$ cat src/include/sparc_defines.svh
`ifndef SPARC_DEFINES_SVH
`define SPARC_DEFINES_SVH

// Data path and field widths
`define WORD_W        32
`define REG_ADDR_W    5
`define OP3_W         6
`define CLASS_W       3

// Instruction classes out of decode
`define CLASS_SETHI   3'd0
`define CLASS_BRANCH  3'd1
`define CLASS_CALL    3'd2
`define CLASS_ARITH   3'd3
`define CLASS_ILLEGAL 3'd4

// op2 values for format 2
`define OP2_SETHI     3'b100
`define OP2_BICC      3'b010

// op3 values, bit 4 selects the cc form
`define OP3_ADD       6'b000000
`define OP3_AND       6'b000001
`define OP3_OR        6'b000010
`define OP3_XOR       6'b000011
`define OP3_SUB       6'b000100

`define CALL_LINK_REG 5'd15 // o7 gets the CALL address

// Bicc cond[2:0]; cond[3] set gives the negated test
`define COND_NEVER    3'd0
`define COND_EQ       3'd1
`define COND_LE       3'd2
`define COND_LT       3'd3
`define COND_LEU      3'd4
`define COND_CS       3'd5
`define COND_NEG      3'd6
`define COND_VS       3'd7

`endif

$ cat src/verilog/sparcPkg.sv
`default_nettype none

`include "sparc_defines.svh"

package sparcPkg;

	// Format 1, CALL only
	typedef struct packed {
		logic [1:0] op;
		logic [29:0] disp30; // Word displacement
	} fmt1_t;

	// Format 2, SETHI and Bicc
	// SETHI rd sits on annul and cond, read it through fmt3
	typedef struct packed {
		logic [1:0] op;
		logic annul; // Not honoured by this core
		logic [3:0] cond;
		logic [2:0] op2;
		logic [21:0] imm22; // disp22 for branches
	} fmt2_t;

	// Format 3, arith and logic
	typedef struct packed {
		logic [1:0] op;
		logic [`REG_ADDR_W-1:0] rd;
		logic [`OP3_W-1:0] op3;
		logic [`REG_ADDR_W-1:0] rs1;
		logic i; // Immediate select
		logic [12:0] low13; // rs2 in [4:0] or simm13
	} fmt3_t;

	// One fetched word, three ways to look at it
	typedef union packed {
		fmt1_t fmt1;
		fmt2_t fmt2;
		fmt3_t fmt3;
	} instrWord_t;

endpackage

`default_nettype wire
$ cat src/verilog/aluExecute.sv
`default_nettype none

`include "sparc_defines.svh"

module aluExecute
(
	input wire logic [`OP3_W-1:0] aluOp,
	input wire logic selectPcA,
	input wire logic useImmediate,
	input wire logic [`WORD_W-1:0] immediate,
	input wire logic [`WORD_W-1:0] regReadDataA,
	input wire logic [`WORD_W-1:0] regReadDataB,
	input wire logic [`WORD_W-1:0] pc,
	output logic [`WORD_W-1:0] aluResult,
	output logic [3:0] newFlags // N Z V C
);

	localparam int Msb = `WORD_W - 1;

	logic [`WORD_W-1:0] opA, opB;
	logic [`WORD_W:0] sum; // Carry in the top bit
	logic [`WORD_W:0] diff; // Borrow in the top bit
	logic overflowAdd, overflowSub;
	logic flagV, flagC;
	logic flagN, flagZ;

	// Operand muxes
	assign opA = selectPcA ? pc : regReadDataA;
	assign opB = useImmediate ? immediate : regReadDataB;

	assign sum = {1'b0, opA} + {1'b0, opB};
	assign diff = {1'b0, opA} - {1'b0, opB};

	// Same signs in, other sign out
	assign overflowAdd = (opA[Msb] == opB[Msb]) && (sum[Msb] != opA[Msb]);
	// Signs differ and result flips away from A
	assign overflowSub = (opA[Msb] != opB[Msb]) && (diff[Msb] != opA[Msb]);

	always_comb
	begin
		flagV = 1'b0; // Logic ops clear V and C
		flagC = 1'b0;
		case (aluOp)
			`OP3_ADD:
			begin
				aluResult = sum[Msb:0];
				flagV = overflowAdd;
				flagC = sum[`WORD_W];
			end
			`OP3_SUB:
			begin
				aluResult = diff[Msb:0];
				flagV = overflowSub;
				flagC = diff[`WORD_W]; // SPARC borrow
			end
			`OP3_AND:
				aluResult = opA & opB;
			`OP3_OR:
				aluResult = opA | opB;
			`OP3_XOR:
				aluResult = opA ^ opB;
			default:
				aluResult = '0; // Decode never sends anything else
		endcase
	end

	assign flagN = aluResult[Msb];
	assign flagZ = (aluResult == '0);
	assign newFlags = {flagN, flagZ, flagV, flagC};

endmodule

`default_nettype wire

$ cat src/verilog/instrDecode.sv
`default_nettype none

`include "sparc_defines.svh"

module instrDecode import sparcPkg::*;
(
	input instrWord_t ir,
	output logic [`CLASS_W-1:0] instrClass,
	output logic [`OP3_W-1:0] aluOp,
	output logic setFlags,
	output logic selectPcA,
	output logic useImmediate,
	output logic [`WORD_W-1:0] immediate,
	output logic [`REG_ADDR_W-1:0] regReadAddrA,
	output logic [`REG_ADDR_W-1:0] regReadAddrB,
	output logic [`REG_ADDR_W-1:0] writeAddr
);

	logic [`OP3_W-1:0] baseOp3;
	logic arithKnown;
	logic isSethi, isCall, isArith;

	// op3 with the cc bit stripped
	assign baseOp3 = {ir.fmt3.op3[5], 1'b0, ir.fmt3.op3[3:0]};

	always_comb
	begin
		case (baseOp3)
			`OP3_ADD, `OP3_AND, `OP3_OR, `OP3_XOR, `OP3_SUB:
				arithKnown = 1'b1;
			default:
				arithKnown = 1'b0; // JMPL, SAVE, traps and the rest
		endcase
	end

	// Classify on op, then op2 or op3
	always_comb
	begin
		instrClass = `CLASS_ILLEGAL;
		case (ir.fmt1.op)
			2'b00:
			begin
				if (ir.fmt2.op2 == `OP2_SETHI)
					instrClass = `CLASS_SETHI;
				else if (ir.fmt2.op2 == `OP2_BICC)
					instrClass = `CLASS_BRANCH;
			end
			2'b01:
				instrClass = `CLASS_CALL;
			2'b10:
			begin
				if (arithKnown)
					instrClass = `CLASS_ARITH;
			end
			default:
				instrClass = `CLASS_ILLEGAL; // Loads and stores
		endcase
	end

	assign isSethi = (instrClass == `CLASS_SETHI);
	assign isCall = (instrClass == `CLASS_CALL);
	assign isArith = (instrClass == `CLASS_ARITH);

	// SETHI and CALL both go through the adder
	assign aluOp = isArith ? baseOp3 : `OP3_ADD;
	assign setFlags = isArith && ir.fmt3.op3[4];
	assign selectPcA = isCall; // Link value is PC itself
	assign useImmediate = isSethi || isCall || (isArith && ir.fmt3.i);

	always_comb
	begin
		case (instrClass)
			`CLASS_SETHI:
				immediate = {ir.fmt2.imm22, 10'b0};
			`CLASS_CALL:
				immediate = '0; // PC plus zero
			default:
				immediate = {{(`WORD_W - 13){ir.fmt3.low13[12]}}, ir.fmt3.low13};
		endcase
	end

	// Register ports
	assign regReadAddrA = (isSethi || isCall) ? '0 : ir.fmt3.rs1; // r0 for SETHI
	assign regReadAddrB = ir.fmt3.low13[`REG_ADDR_W-1:0];
	assign writeAddr = isCall ? `CALL_LINK_REG : ir.fmt3.rd;

endmodule

`default_nettype wire

$ cat src/verilog/instrSequencer.sv
`default_nettype none

`include "sparc_defines.svh"

module instrSequencer import sparcPkg::*;
(
	input wire logic Clk,
	input wire logic RESET,
	// Fetch handshake
	output logic memRead,
	output logic [`WORD_W-1:0] memAddr,
	input wire logic [`WORD_W-1:0] memData,
	input wire logic memReady,
	// From decode and result
	input wire logic [`CLASS_W-1:0] instrClass,
	input wire logic [`WORD_W-1:0] nextNpc,
	input wire logic takeTarget,
	// Held state
	output instrWord_t ir,
	output logic [`WORD_W-1:0] pc,
	// Strobes
	output logic regWriteEn,
	output logic illegalInstr,
	output logic updateFlags,
	output logic advance
);

	// One state per cycle of the instruction
	localparam logic [2:0] stateInit = 3'd0;
	localparam logic [2:0] stateFetch = 3'd1; // Waits here for memReady
	localparam logic [2:0] stateDecode = 3'd2;
	localparam logic [2:0] stateExecute = 3'd3;
	localparam logic [2:0] stateWriteback = 3'd4;
	localparam logic [2:0] stateUpdate = 3'd5;

	logic [2:0] state;
	logic [`WORD_W-1:0] npc;
	logic irLoad;
	logic writesReg;

	// Next state
	always_ff @(posedge Clk)
	begin
		if (RESET)
			state <= stateInit;
		else
		begin
			case (state)
				stateInit:
					state <= stateFetch; // PC and NPC already set by reset
				stateFetch:
				begin
					if (memReady)
						state <= stateDecode; // Word lands in IR at this edge
				end
				stateDecode:
					state <= stateExecute;
				stateExecute:
					state <= stateWriteback;
				stateWriteback:
					state <= stateUpdate;
				stateUpdate:
					state <= stateFetch;
				default:
					state <= stateInit;
			endcase
		end
	end

	// Memory side
	assign memRead = (state == stateFetch);
	assign memAddr = pc; // Steady for the whole wait
	assign irLoad = memRead && memReady;

	always_ff @(posedge Clk)
	begin
		if (irLoad)
			ir <= memData;
	end

	// SETHI, CALL and arith all end in a register write
	assign writesReg = (instrClass == `CLASS_SETHI) || (instrClass == `CLASS_CALL)
		|| (instrClass == `CLASS_ARITH);

	assign updateFlags = (state == stateWriteback);
	assign regWriteEn = updateFlags && writesReg; // Branch writes nothing
	assign illegalInstr = updateFlags && (instrClass == `CLASS_ILLEGAL); // Flag then skip
	assign advance = (state == stateUpdate);

	// PC and NPC flow
	always_ff @(posedge Clk)
	begin
		if (RESET)
		begin
			pc <= '0;
			npc <= `WORD_W'd4;
		end
		else if (advance)
		begin
			pc <= npc; // Delay slot or next in line
			if (takeTarget)
				npc <= nextNpc; // Taken branch or CALL
			else
				npc <= npc + `WORD_W'd4;
		end
	end

endmodule

`default_nettype wire

$ cat src/verilog/resultStage.sv
`default_nettype none

`include "sparc_defines.svh"

module resultStage import sparcPkg::*;
(
	input wire logic Clk,
	input wire logic RESET,
	input instrWord_t ir,
	input wire logic [`WORD_W-1:0] pc,
	input wire logic [`CLASS_W-1:0] instrClass,
	input wire logic setFlags,
	input wire logic updateFlags,
	input wire logic [3:0] newFlags, // N Z V C
	output logic [`WORD_W-1:0] nextNpc,
	output logic takeTarget
);

	logic [3:0] icc;
	logic iccN, iccZ, iccV, iccC;
	logic condBase;
	logic condTrue;
	logic isCall;
	logic [`WORD_W-1:0] branchOffset;
	logic [`WORD_W-1:0] callOffset;

	// Integer condition codes of the PSR
	always_ff @(posedge Clk)
	begin
		if (RESET)
			icc <= 4'b0000;
		else if (updateFlags && setFlags)
			icc <= newFlags; // Only cc forms land here
	end

	assign {iccN, iccZ, iccV, iccC} = icc;

	// Lower half of the table, cond[3] inverts it
	always_comb
	begin
		case (ir.fmt2.cond[2:0])
			`COND_NEVER:
				condBase = 1'b0; // BN, or BA when inverted
			`COND_EQ:
				condBase = iccZ;
			`COND_LE:
				condBase = iccZ | (iccN ^ iccV);
			`COND_LT:
				condBase = iccN ^ iccV;
			`COND_LEU:
				condBase = iccC | iccZ;
			`COND_CS:
				condBase = iccC;
			`COND_NEG:
				condBase = iccN;
			default:
				condBase = iccV; // BVS
		endcase
	end

	assign condTrue = condBase ^ ir.fmt2.cond[3];

	// Word displacements scaled to bytes
	assign branchOffset = {{(`WORD_W - 24){ir.fmt2.imm22[21]}}, ir.fmt2.imm22, 2'b00};
	assign callOffset = {ir.fmt1.disp30, 2'b00};

	assign isCall = (instrClass == `CLASS_CALL);
	assign takeTarget = isCall || ((instrClass == `CLASS_BRANCH) && condTrue);

	// Target only; NPC plus 4 is formed in the sequencer
	assign nextNpc = pc + (isCall ? callOffset : branchOffset);

endmodule

`default_nettype wire

$ cat src/verilog/sparcCore.sv
`default_nettype none

`include "sparc_defines.svh"

module sparcCore import sparcPkg::*;
(
	input wire logic Clk,
	input wire logic RESET,
	// Instruction memory
	output logic memRead,
	output logic [`WORD_W-1:0] memAddr,
	input wire logic [`WORD_W-1:0] memData,
	input wire logic memReady,
	// External register file
	output logic [`REG_ADDR_W-1:0] regReadAddrA,
	output logic [`REG_ADDR_W-1:0] regReadAddrB,
	input wire logic [`WORD_W-1:0] regReadDataA,
	input wire logic [`WORD_W-1:0] regReadDataB,
	output logic regWriteEn,
	output logic [`REG_ADDR_W-1:0] regWriteAddr,
	output logic [`WORD_W-1:0] regWriteData,
	output logic illegalInstr
);

	instrWord_t ir;
	logic [`WORD_W-1:0] pc;
	logic [`CLASS_W-1:0] instrClass;
	logic [`OP3_W-1:0] aluOp;
	logic setFlags, selectPcA, useImmediate;
	logic [`WORD_W-1:0] immediate;
	logic [3:0] newFlags; // N Z V C
	logic [`WORD_W-1:0] nextNpc;
	logic takeTarget;
	logic updateFlags;

	instrSequencer sequencer (
		.Clk(Clk), .RESET(RESET),
		.memRead(memRead), .memAddr(memAddr), .memData(memData), .memReady(memReady),
		.instrClass(instrClass), .nextNpc(nextNpc), .takeTarget(takeTarget),
		.ir(ir), .pc(pc),
		.regWriteEn(regWriteEn), .illegalInstr(illegalInstr),
		.updateFlags(updateFlags), .advance()
	);

	instrDecode decode (
		.ir(ir), .instrClass(instrClass), .aluOp(aluOp), .setFlags(setFlags),
		.selectPcA(selectPcA), .useImmediate(useImmediate), .immediate(immediate),
		.regReadAddrA(regReadAddrA), .regReadAddrB(regReadAddrB),
		.writeAddr(regWriteAddr) // Straight out to the file
	);

	aluExecute execute (
		.aluOp(aluOp), .selectPcA(selectPcA), .useImmediate(useImmediate),
		.immediate(immediate), .regReadDataA(regReadDataA), .regReadDataB(regReadDataB),
		.pc(pc), .aluResult(regWriteData), .newFlags(newFlags)
	);

	resultStage result (
		.Clk(Clk), .RESET(RESET), .ir(ir), .pc(pc), .instrClass(instrClass),
		.setFlags(setFlags), .updateFlags(updateFlags), .newFlags(newFlags),
		.nextNpc(nextNpc), .takeTarget(takeTarget)
	);

endmodule

`default_nettype wire

$ cat config.mk
export PLATFORM = sky130hd
export DESIGN_NAME = sparcCore
export DESIGN_NICKNAME = d
export VERILOG_FILES = /design/src/verilog/sparcPkg.sv /design/src/verilog/aluExecute.sv /design/src/verilog/instrDecode.sv /design/src/verilog/instrSequencer.sv /design/src/verilog/resultStage.sv /design/src/verilog/sparcCore.sv
export VERILOG_INCLUDE_DIRS = /design/src /design/src/include
export SDC_FILE = /design/constraint.sdc
export NUM_CORES = 1
export LEC_CHECK = 0
export BUFFER_PORTS_ARGS = -buffer_cell sky130_fd_sc_hd__buf_4
export CORE_ASPECT_RATIO = 1.4
export CORE_MARGIN = 2
export CORE_UTILIZATION = 50
export CTS_BUF_LIST = sky130_fd_sc_hd__clkbuf_2
export DETAILED_ROUTE_END_ITERATION = 12
export PLACE_DENSITY_LB_ADDON = 0.1
export RECOVER_POWER = 25
export SYNTH_ARGS = -nofsm -noshare
export SYNTH_HDL_FRONTEND = slang
export SYNTH_HIERARCHICAL = 1
export SYNTH_SLANG_ARGS = --single-unit
$ cat constraint.sdc
create_clock -name Clk -period 6 [get_ports Clk]
set_input_delay 1.8 -clock Clk [delete_from_list [all_inputs] [get_ports Clk]]
set_output_delay 1.8 -clock Clk [all_outputs]
set_load 0.03 [all_outputs]
==> results of run 1 <==
## stage by stage
step / cells / instance area, sq um / power [W] / setup TNS [ns] / hold WS, ns
6_report: 2749 / 20000 / 0.002865 / -14.83 / 0.4771
5_1_grt: 2748 / 19990 / 0.003001 / -18.90 / 0.4990
4_1_cts: 2727 / 19280 / 0.002719 / -13.17 / 0.4783
3_5_place_dp: 2660 / 18020 / 0.002242 / -10.45 / 0.4512
3_3_place_gp: 2660 / 18020 / 0.002227 / -10.21 / 0.4356
2_1_floorplan: 1915 / 14380 / 0.001554 / -0.4296 / 0.4304
## critical path, stage by stage, from the launching register on
cell and delay (ns):
edfxtp_1 0.57, nor3_2 0.28, nand3_2 0.15, o21ai_4 0.22, buf_12 0.17, buf_8 0.12, mux2i_4 0.29, buf_6 0.15
ha_4 0.21, o21ba_4 0.22, or4_4 0.45, a21oi_4 0.26, nor4_4 0.08, o21a_1 0.25, o311a_1 0.33, or3_4 0.35
o21ai_4 0.07, buf_6 0.15
## area by class of cell
cell class | count | area [sq um] | share of cell area, %
Multi-Input combinational cell | 1523 | 11780 | 58.89
Timing Repair Buffer | 598 | 4771 | 23.86
Sequential cell | 103 | 2382 | 11.91
Inverter | 128 | 484.2 | 2.422
Tap cell | 375 | 469.2 | 2.347
Clock inverter | 7 | 53.80 | 0.2691
Clock buffer | 9 | 45.04 | 0.2253
Antenna cell | 6 | 15.01 | 0.07509
## timing repair
item,4_1_cts,5_1_grt
resized for setup,172,117
pin swaps,56,63
endpoints found under the setup margin,28,31
setup buffers,54,27
## state kept, by name, indices dropped and copies added, names as in the netlist
register and count:
sequencer/state 3, sequencer/ir 32, sequencer/npc 32, result/icc 4
sequencer/memAddr 32
## layout by cell type, fill, tap and decap left out, types with 9 or more instances in the layout
cell type  instances
a211oi_1          23
a21o_1            35
a21o_2            17
a21oi_1          131
a21oi_2           19
a22oi_1           22
a31oi_1           33
and2_1            24
and3_1            18
buf_12             9
buf_4            509
buf_6             46
clkbuf_2           9
clkbuf_4          30
dfxtp_1           71
edfxtp_1          32
ha_1             114
ha_4              15
inv_1            118
mux2i_1           61
mux2i_4           16
nand2_1          198
nand2b_1          27
nand3_1           45
nand4_1           31
nor2_1           117
nor2b_1           21
nor3_1            42
nor4_1            10
o211ai_1          23
o21a_1            12
o21ai_0           84
o21ai_1           10
o22ai_1            9
o31ai_1           12
xnor2_1           19
xor2_1            15
## report_power, final
part	switching [W]	leakage [nW]	total (W)	internal, W
Combinational	0.000938	7.95	0.00179	0.000849
Clock	0.000252	0.0637	0.000312	0.0000603
Sequential	0.0000250	0.869	0.000766	0.000741
## metal layers
metal / wire length (um) / global-route usage (%) / vias up
li1: - / - / 7846
met1: 23240 / 46.45 / 8016
met2: 30120 / 68.09 / 860
met3: 4062 / 4.519 / 201
met4: 3326 / 20.60 / 0
met5: 0 / 0 / -
## final timing paths
path         depth (start not counted)                     startpoint                                end
max                                 17     sequencer/ir[22]$_DFFE_PP_                   regWriteData[27]
min                                  2  sequencer/npc[1]$_SDFFE_PP0P_  sequencer/memAddr[1]$_SDFFE_PP0N_
max reg2reg                         23     sequencer/ir[22]$_DFFE_PP_         result/icc[2]$_SDFFE_PP0P_
min reg2reg                          2  sequencer/npc[1]$_SDFFE_PP0P_  sequencer/memAddr[1]$_SDFFE_PP0N_
## cells by family (layout without fill, tap and decap cells)
group,after synthesis,after routing,synth area share [%]
simple gates,654,654,23.57
compound gates,605,605,29.02
buf+inv,289,742,9.903
fa+ha+maj,138,138,12.32
flops,103,103,16.78
mux,88,88,6.229
xor+xnor,35,35,2.159
other cells,1,9,0.02641
==> impl_metrics.ini, run 1 <==
[outcome]
status = finished with violations
violations = capacitance limit, slew limit, setup timing

[cts]
cts.sinks = 103
cts_hold_buffers = 0
cts_buffer_depth = 2
root_buffer = clkbuf_2
numCtsBuffers = 9
cts_tree = built
clkLatencyLatePin_ns = 0.66
clkTransAtPathRegs_ns = 0.26
h-tree-depth = 3

[timing]
finalSetupViolCount = 27
rsz0062_at_grt = true
fin_crit_sh_pct = 113.0
min_period_ns = 6.780
hold_violations = 0
skew_ns = 0.03387
max_freq_ghz = 0.1475
drv_slew = 71
worst_pin_slew_ns = 3.101
fin_ws_ns = -0.7800
relSlewSlack_pct = -106.7

[global_route]
grt_pass1_vias = 16327
overflow = 0
grt_max_degree = 72
grt_usage_pct = 38.80
antenna_found_initial = 5
grt_pass1_wl_um = 90840

[route]
drtPass1Iterations = 6
drc = 0
viasPerCell = 6.156
ant_nets = 0
dr.first_iter.drc_count = 1301
wl_per_cell_um = 22.10
vias = 16923
routed_wirelength_um = 60750

[synthesis]
ys.flop_type = dfxtp_1
synth.distinct_cells = 109
synth_top_area_share_pct = 11.89
synth_area_sq_um = 14200
netlist_instances = 1913
seq_area_frac_synth_pct = 16.78
synth_edf_count = 32
yosysTopAreaCell = ha_1
ys_ff_latch = 103
synth.top_cells.by_area = ha_1 (12%), dfxtp_1 (10%), edfxtp_1 (6.8%), mux2i_1 (6.0%), a21oi_1 (5.4%)
synth_common_cells = nand2_1 (203), a21oi_1 (153), ha_1 (135)
synth-async-reset-ratio_pct = 0
synth_warnings = 6
yosysMostFrequentCell = nand2_1
syn_area_per_cell_sq_um = 7.423

[floorplan]
core_area_sq_um = 28130
rows = 73
die_y_um = 203.4
floorplan.die_area_sq_um = 29790
start_util_pct = 50.48
die_w_um = 146.4
pin_count = 181

[worst_hold_path]
hp-class = flop to flop

[flow_run]
maxCapViolCount = 1

[placed_design]
gp_congestion = 1.042
portBuffers = 180
dp_slack_ns = -0.6876
hpwl_um = 47010

[finish]
fin_util_pct = 71.08
area_growth_pct = 40.80
fillerInstances = 2382
nets = 2600
drive_gt1_share_pct = 36.70

[critical_path]
worstPathRequired_ns = 4.20
crit_type = flop to output pin
start_kind = flop
worstPathMaxFanout = 8
regToRegSetupSlack_ns = 0.29
end_kind = output pin
crit_arrival_ns = 4.98

[power_and_ir_drop]
powerDensity_nw_per_um2 = 143.3
peakVddDrop_mv = 0.1885
p_leak_nw = 8.880
Power figures use the tool's default switching activity.
==> run 2: changes to the inputs <==
--- a/config.mk
+++ b/config.mk
@@ -8,7 +8,6 @@
 export LEC_CHECK = 0
 export BUFFER_PORTS_ARGS = -buffer_cell sky130_fd_sc_hd__buf_4
 export CORE_ASPECT_RATIO = 1.4
-export CORE_MARGIN = 2
 export CORE_UTILIZATION = 50
 export CTS_BUF_LIST = sky130_fd_sc_hd__clkbuf_2
 export DETAILED_ROUTE_END_ITERATION = 12
==> run 2 against run 1 <==
  * The run still ends with capacitance limit, slew limit, setup timing left
  * Register-to-register slack lost 0.13 ns
  * Die area shrank 2.3%
  * Core utilization up 0.48 points
  * Via count shrank 0.56%
  * Routed wire length fell by 1.4%
  * Hold slack worse by 0.0097 ns
  * Clock skew is 0.014 ns higher
  * Final area decreased by 0.71%
  * Sequential power barely moved
  * Count of clock-buffer cells in the layout rose by 2
  * Non-clock buffer count decreased by 20
  * Critical path depth is the same
==> impl_metrics.ini, run 2 (synthesis results as in run 1) <==
[worst_hold_path]
holdPathEnd = sequencer/memAddr[1]$_SDFFE_PP0N_
hold_depth = 2
min_from = sequencer/npc[1]$_SDFFE_PP0P_
hp-class = flop to flop

[outcome]
status = finished with violations
violations = capacitance limit, slew limit, setup timing

[critical_path]
regToRegSetupSlack_ns = 0.16
r2r_start = sequencer/ir[22]$_DFFE_PP_
crit_arrival_ns = 4.98
r2r-end = result/icc[2]$_SDFFE_PP0P_
worstPathRequired_ns = 4.20
start_kind = flop
worstPathMaxFanout = 7
crit_type = flop to output pin
reg2regPathDepth = 24
end_kind = output pin

[timing]
hold_violations = 0
drv_slew = 104
skew_ns = 0.04748
worst_pin_slew_ns = 3.141
max_freq_ghz = 0.1475
fin_ws_ns = -0.7803
rsz0062_at_grt = true
finalSetupViolCount = 27
fin_crit_sh_pct = 113.0
relSlewSlack_pct = -109.4
min_period_ns = 6.780

[floorplan]
die_w_um = 144.4
floorplan.die_area_sq_um = 29090
start_util_pct = 51.18
pin_count = 181
die_y_um = 201.4
core_area_sq_um = 27750
rows = 72

[global_route]
overflow = 0
grt-busiest-layer = met2
antenna_found_initial = 4
grt_max_degree = 73
grt_pass1_vias = 16234
grt_util_met2_pct = 67.91
grt_use_met3_pct = 6.140
grt_pass1_wl_um = 89070
grt_use_met1_pct = 47.34
grt_usage_pct = 40.10

[route]
drtPass1Iterations = 5
vias = 16829
wl_per_cell_um = 22.01
routed_wirelength_um = 59880
ant_nets = 0
viasPerCell = 6.185
dr.first_iter.drc_count = 1353
drc = 0

[finish]
drive_gt1_share_pct = 36.03
nets = 2580
area_growth_pct = 39.81
layout_commonest_cell = buf_4
final_area_sq_um = 19850
final_cell_mix = buf_4 (484), nand2_1 (197), a21oi_1 (132)

[cts]
numCtsBuffers = 9
clkLatencyLatePin_ns = 0.68
h-tree-depth = 3
clkTransAtPathRegs_ns = 0.24
cts.sinks = 103
root_buffer = clkbuf_2
cts_hold_buffers = 0
cts_tree = built
cts_buffer_depth = 2

[placed_design]
gp_congestion = 1.065
hpwl_um = 46390
place_area_sq_um = 17890
portBuffers = 180
dp_slack_ns = -0.7069

[power_and_ir_drop]
powerDensity_nw_per_um2 = 143.6
peakVddDrop_mv = 0.2056
p_leak_nw = 8.798
p_total_w = 0.002851

[flow_run]
maxCapViolCount = 2
run 2: final cells by class:
cell class | instances | area (sq um)
Antenna cell | 3 | 7.507
Clock buffer | 11 | 55.05
Clock inverter | 5 | 35.03
Fill cell | 2426 | 7893
Inverter | 128 | 483.0
Multi-Input combinational cell | 1523 | 11780
Sequential cell | 103 | 2382
Tap cell | 370 | 462.9
Timing Repair Buffer | 578 | 4646
run 2: worst max-delay path by stage:
stage / start / end / slack [ns] / cells after the start
floorplan: regReadDataB[0] / regWriteData[28] / -0.22 / 12
global placement: regReadDataA[1] / regWriteData[30] / -0.72 / 14
detailed placement: regReadDataA[1] / regWriteData[30] / -0.71 / 14
CTS: sequencer/ir[22]$_DFFE_PP_ / regWriteData[27] / -0.71 / 18
global route: sequencer/ir[22]$_DFFE_PP_ / regWriteData[26] / -0.89 / 19
finish: sequencer/ir[22]$_DFFE_PP_ / regWriteData[28] / -0.78 / 17
run 2: critical path: stages (launching register included):
cell and delay, ns:
edfxtp_1 0.54, nor3_2 0.23, nand3_1 0.17, o21ai_4 0.32, buf_12 0.18, buf_12 0.14
buf_4 0.11, mux2i_2 0.27, ha_1 0.33, buf_4 0.17, a221o_2 0.47, a2111oi_4 0.41
o31ai_4 0.12, a21boi_1 0.15, o21ai_0 0.12, a221oi_2 0.27, o21ai_2 0.15, buf_6 0.17
run 2: timing repair:
action                                  in CTS  in global routing
gates cloned                                 0                  1
endpoints found under the hold margin        0                  0
setup buffers                               33                 29
pin swaps                                   31                 58
endpoints found under the setup margin      28                 28
gates resized for setup                    153                144
run 2: through the flow:
stage	util [%]	setup TNS, ns	instances	hold WS (ns)
4_1_cts	68.23	-12.79	2691	0.4716
5_1_grt	71.55	-17.38	2721	0.5030
6_report	71.55	-14.30	2721	0.4674
3_3_place_gp	64.49	-10.53	2642	0.4361
2_1_floorplan	-	-0.4296	1915	0.4304
3_5_place_dp	64.49	-10.69	2642	0.4455
run 2: metal layers:
layer / vias to the layer above / wire length (um)
met3: 218 / 4190
met1: 8031 / 23050
met5: - / 16
li1: 7792 / -
met4: 2 / 3554
met2: 786 / 29080
run 2: power breakdown:
group,switching (W),internal [W],total (W),leakage (nW)
sequential,0.0000247,0.000741,0.000766,0.869
combinational,0.000937,0.000845,0.00178,7.87
clock,0.000243,0.0000592,0.000303,0.0623
total,0.00121,0.00165,0.00285,8.80
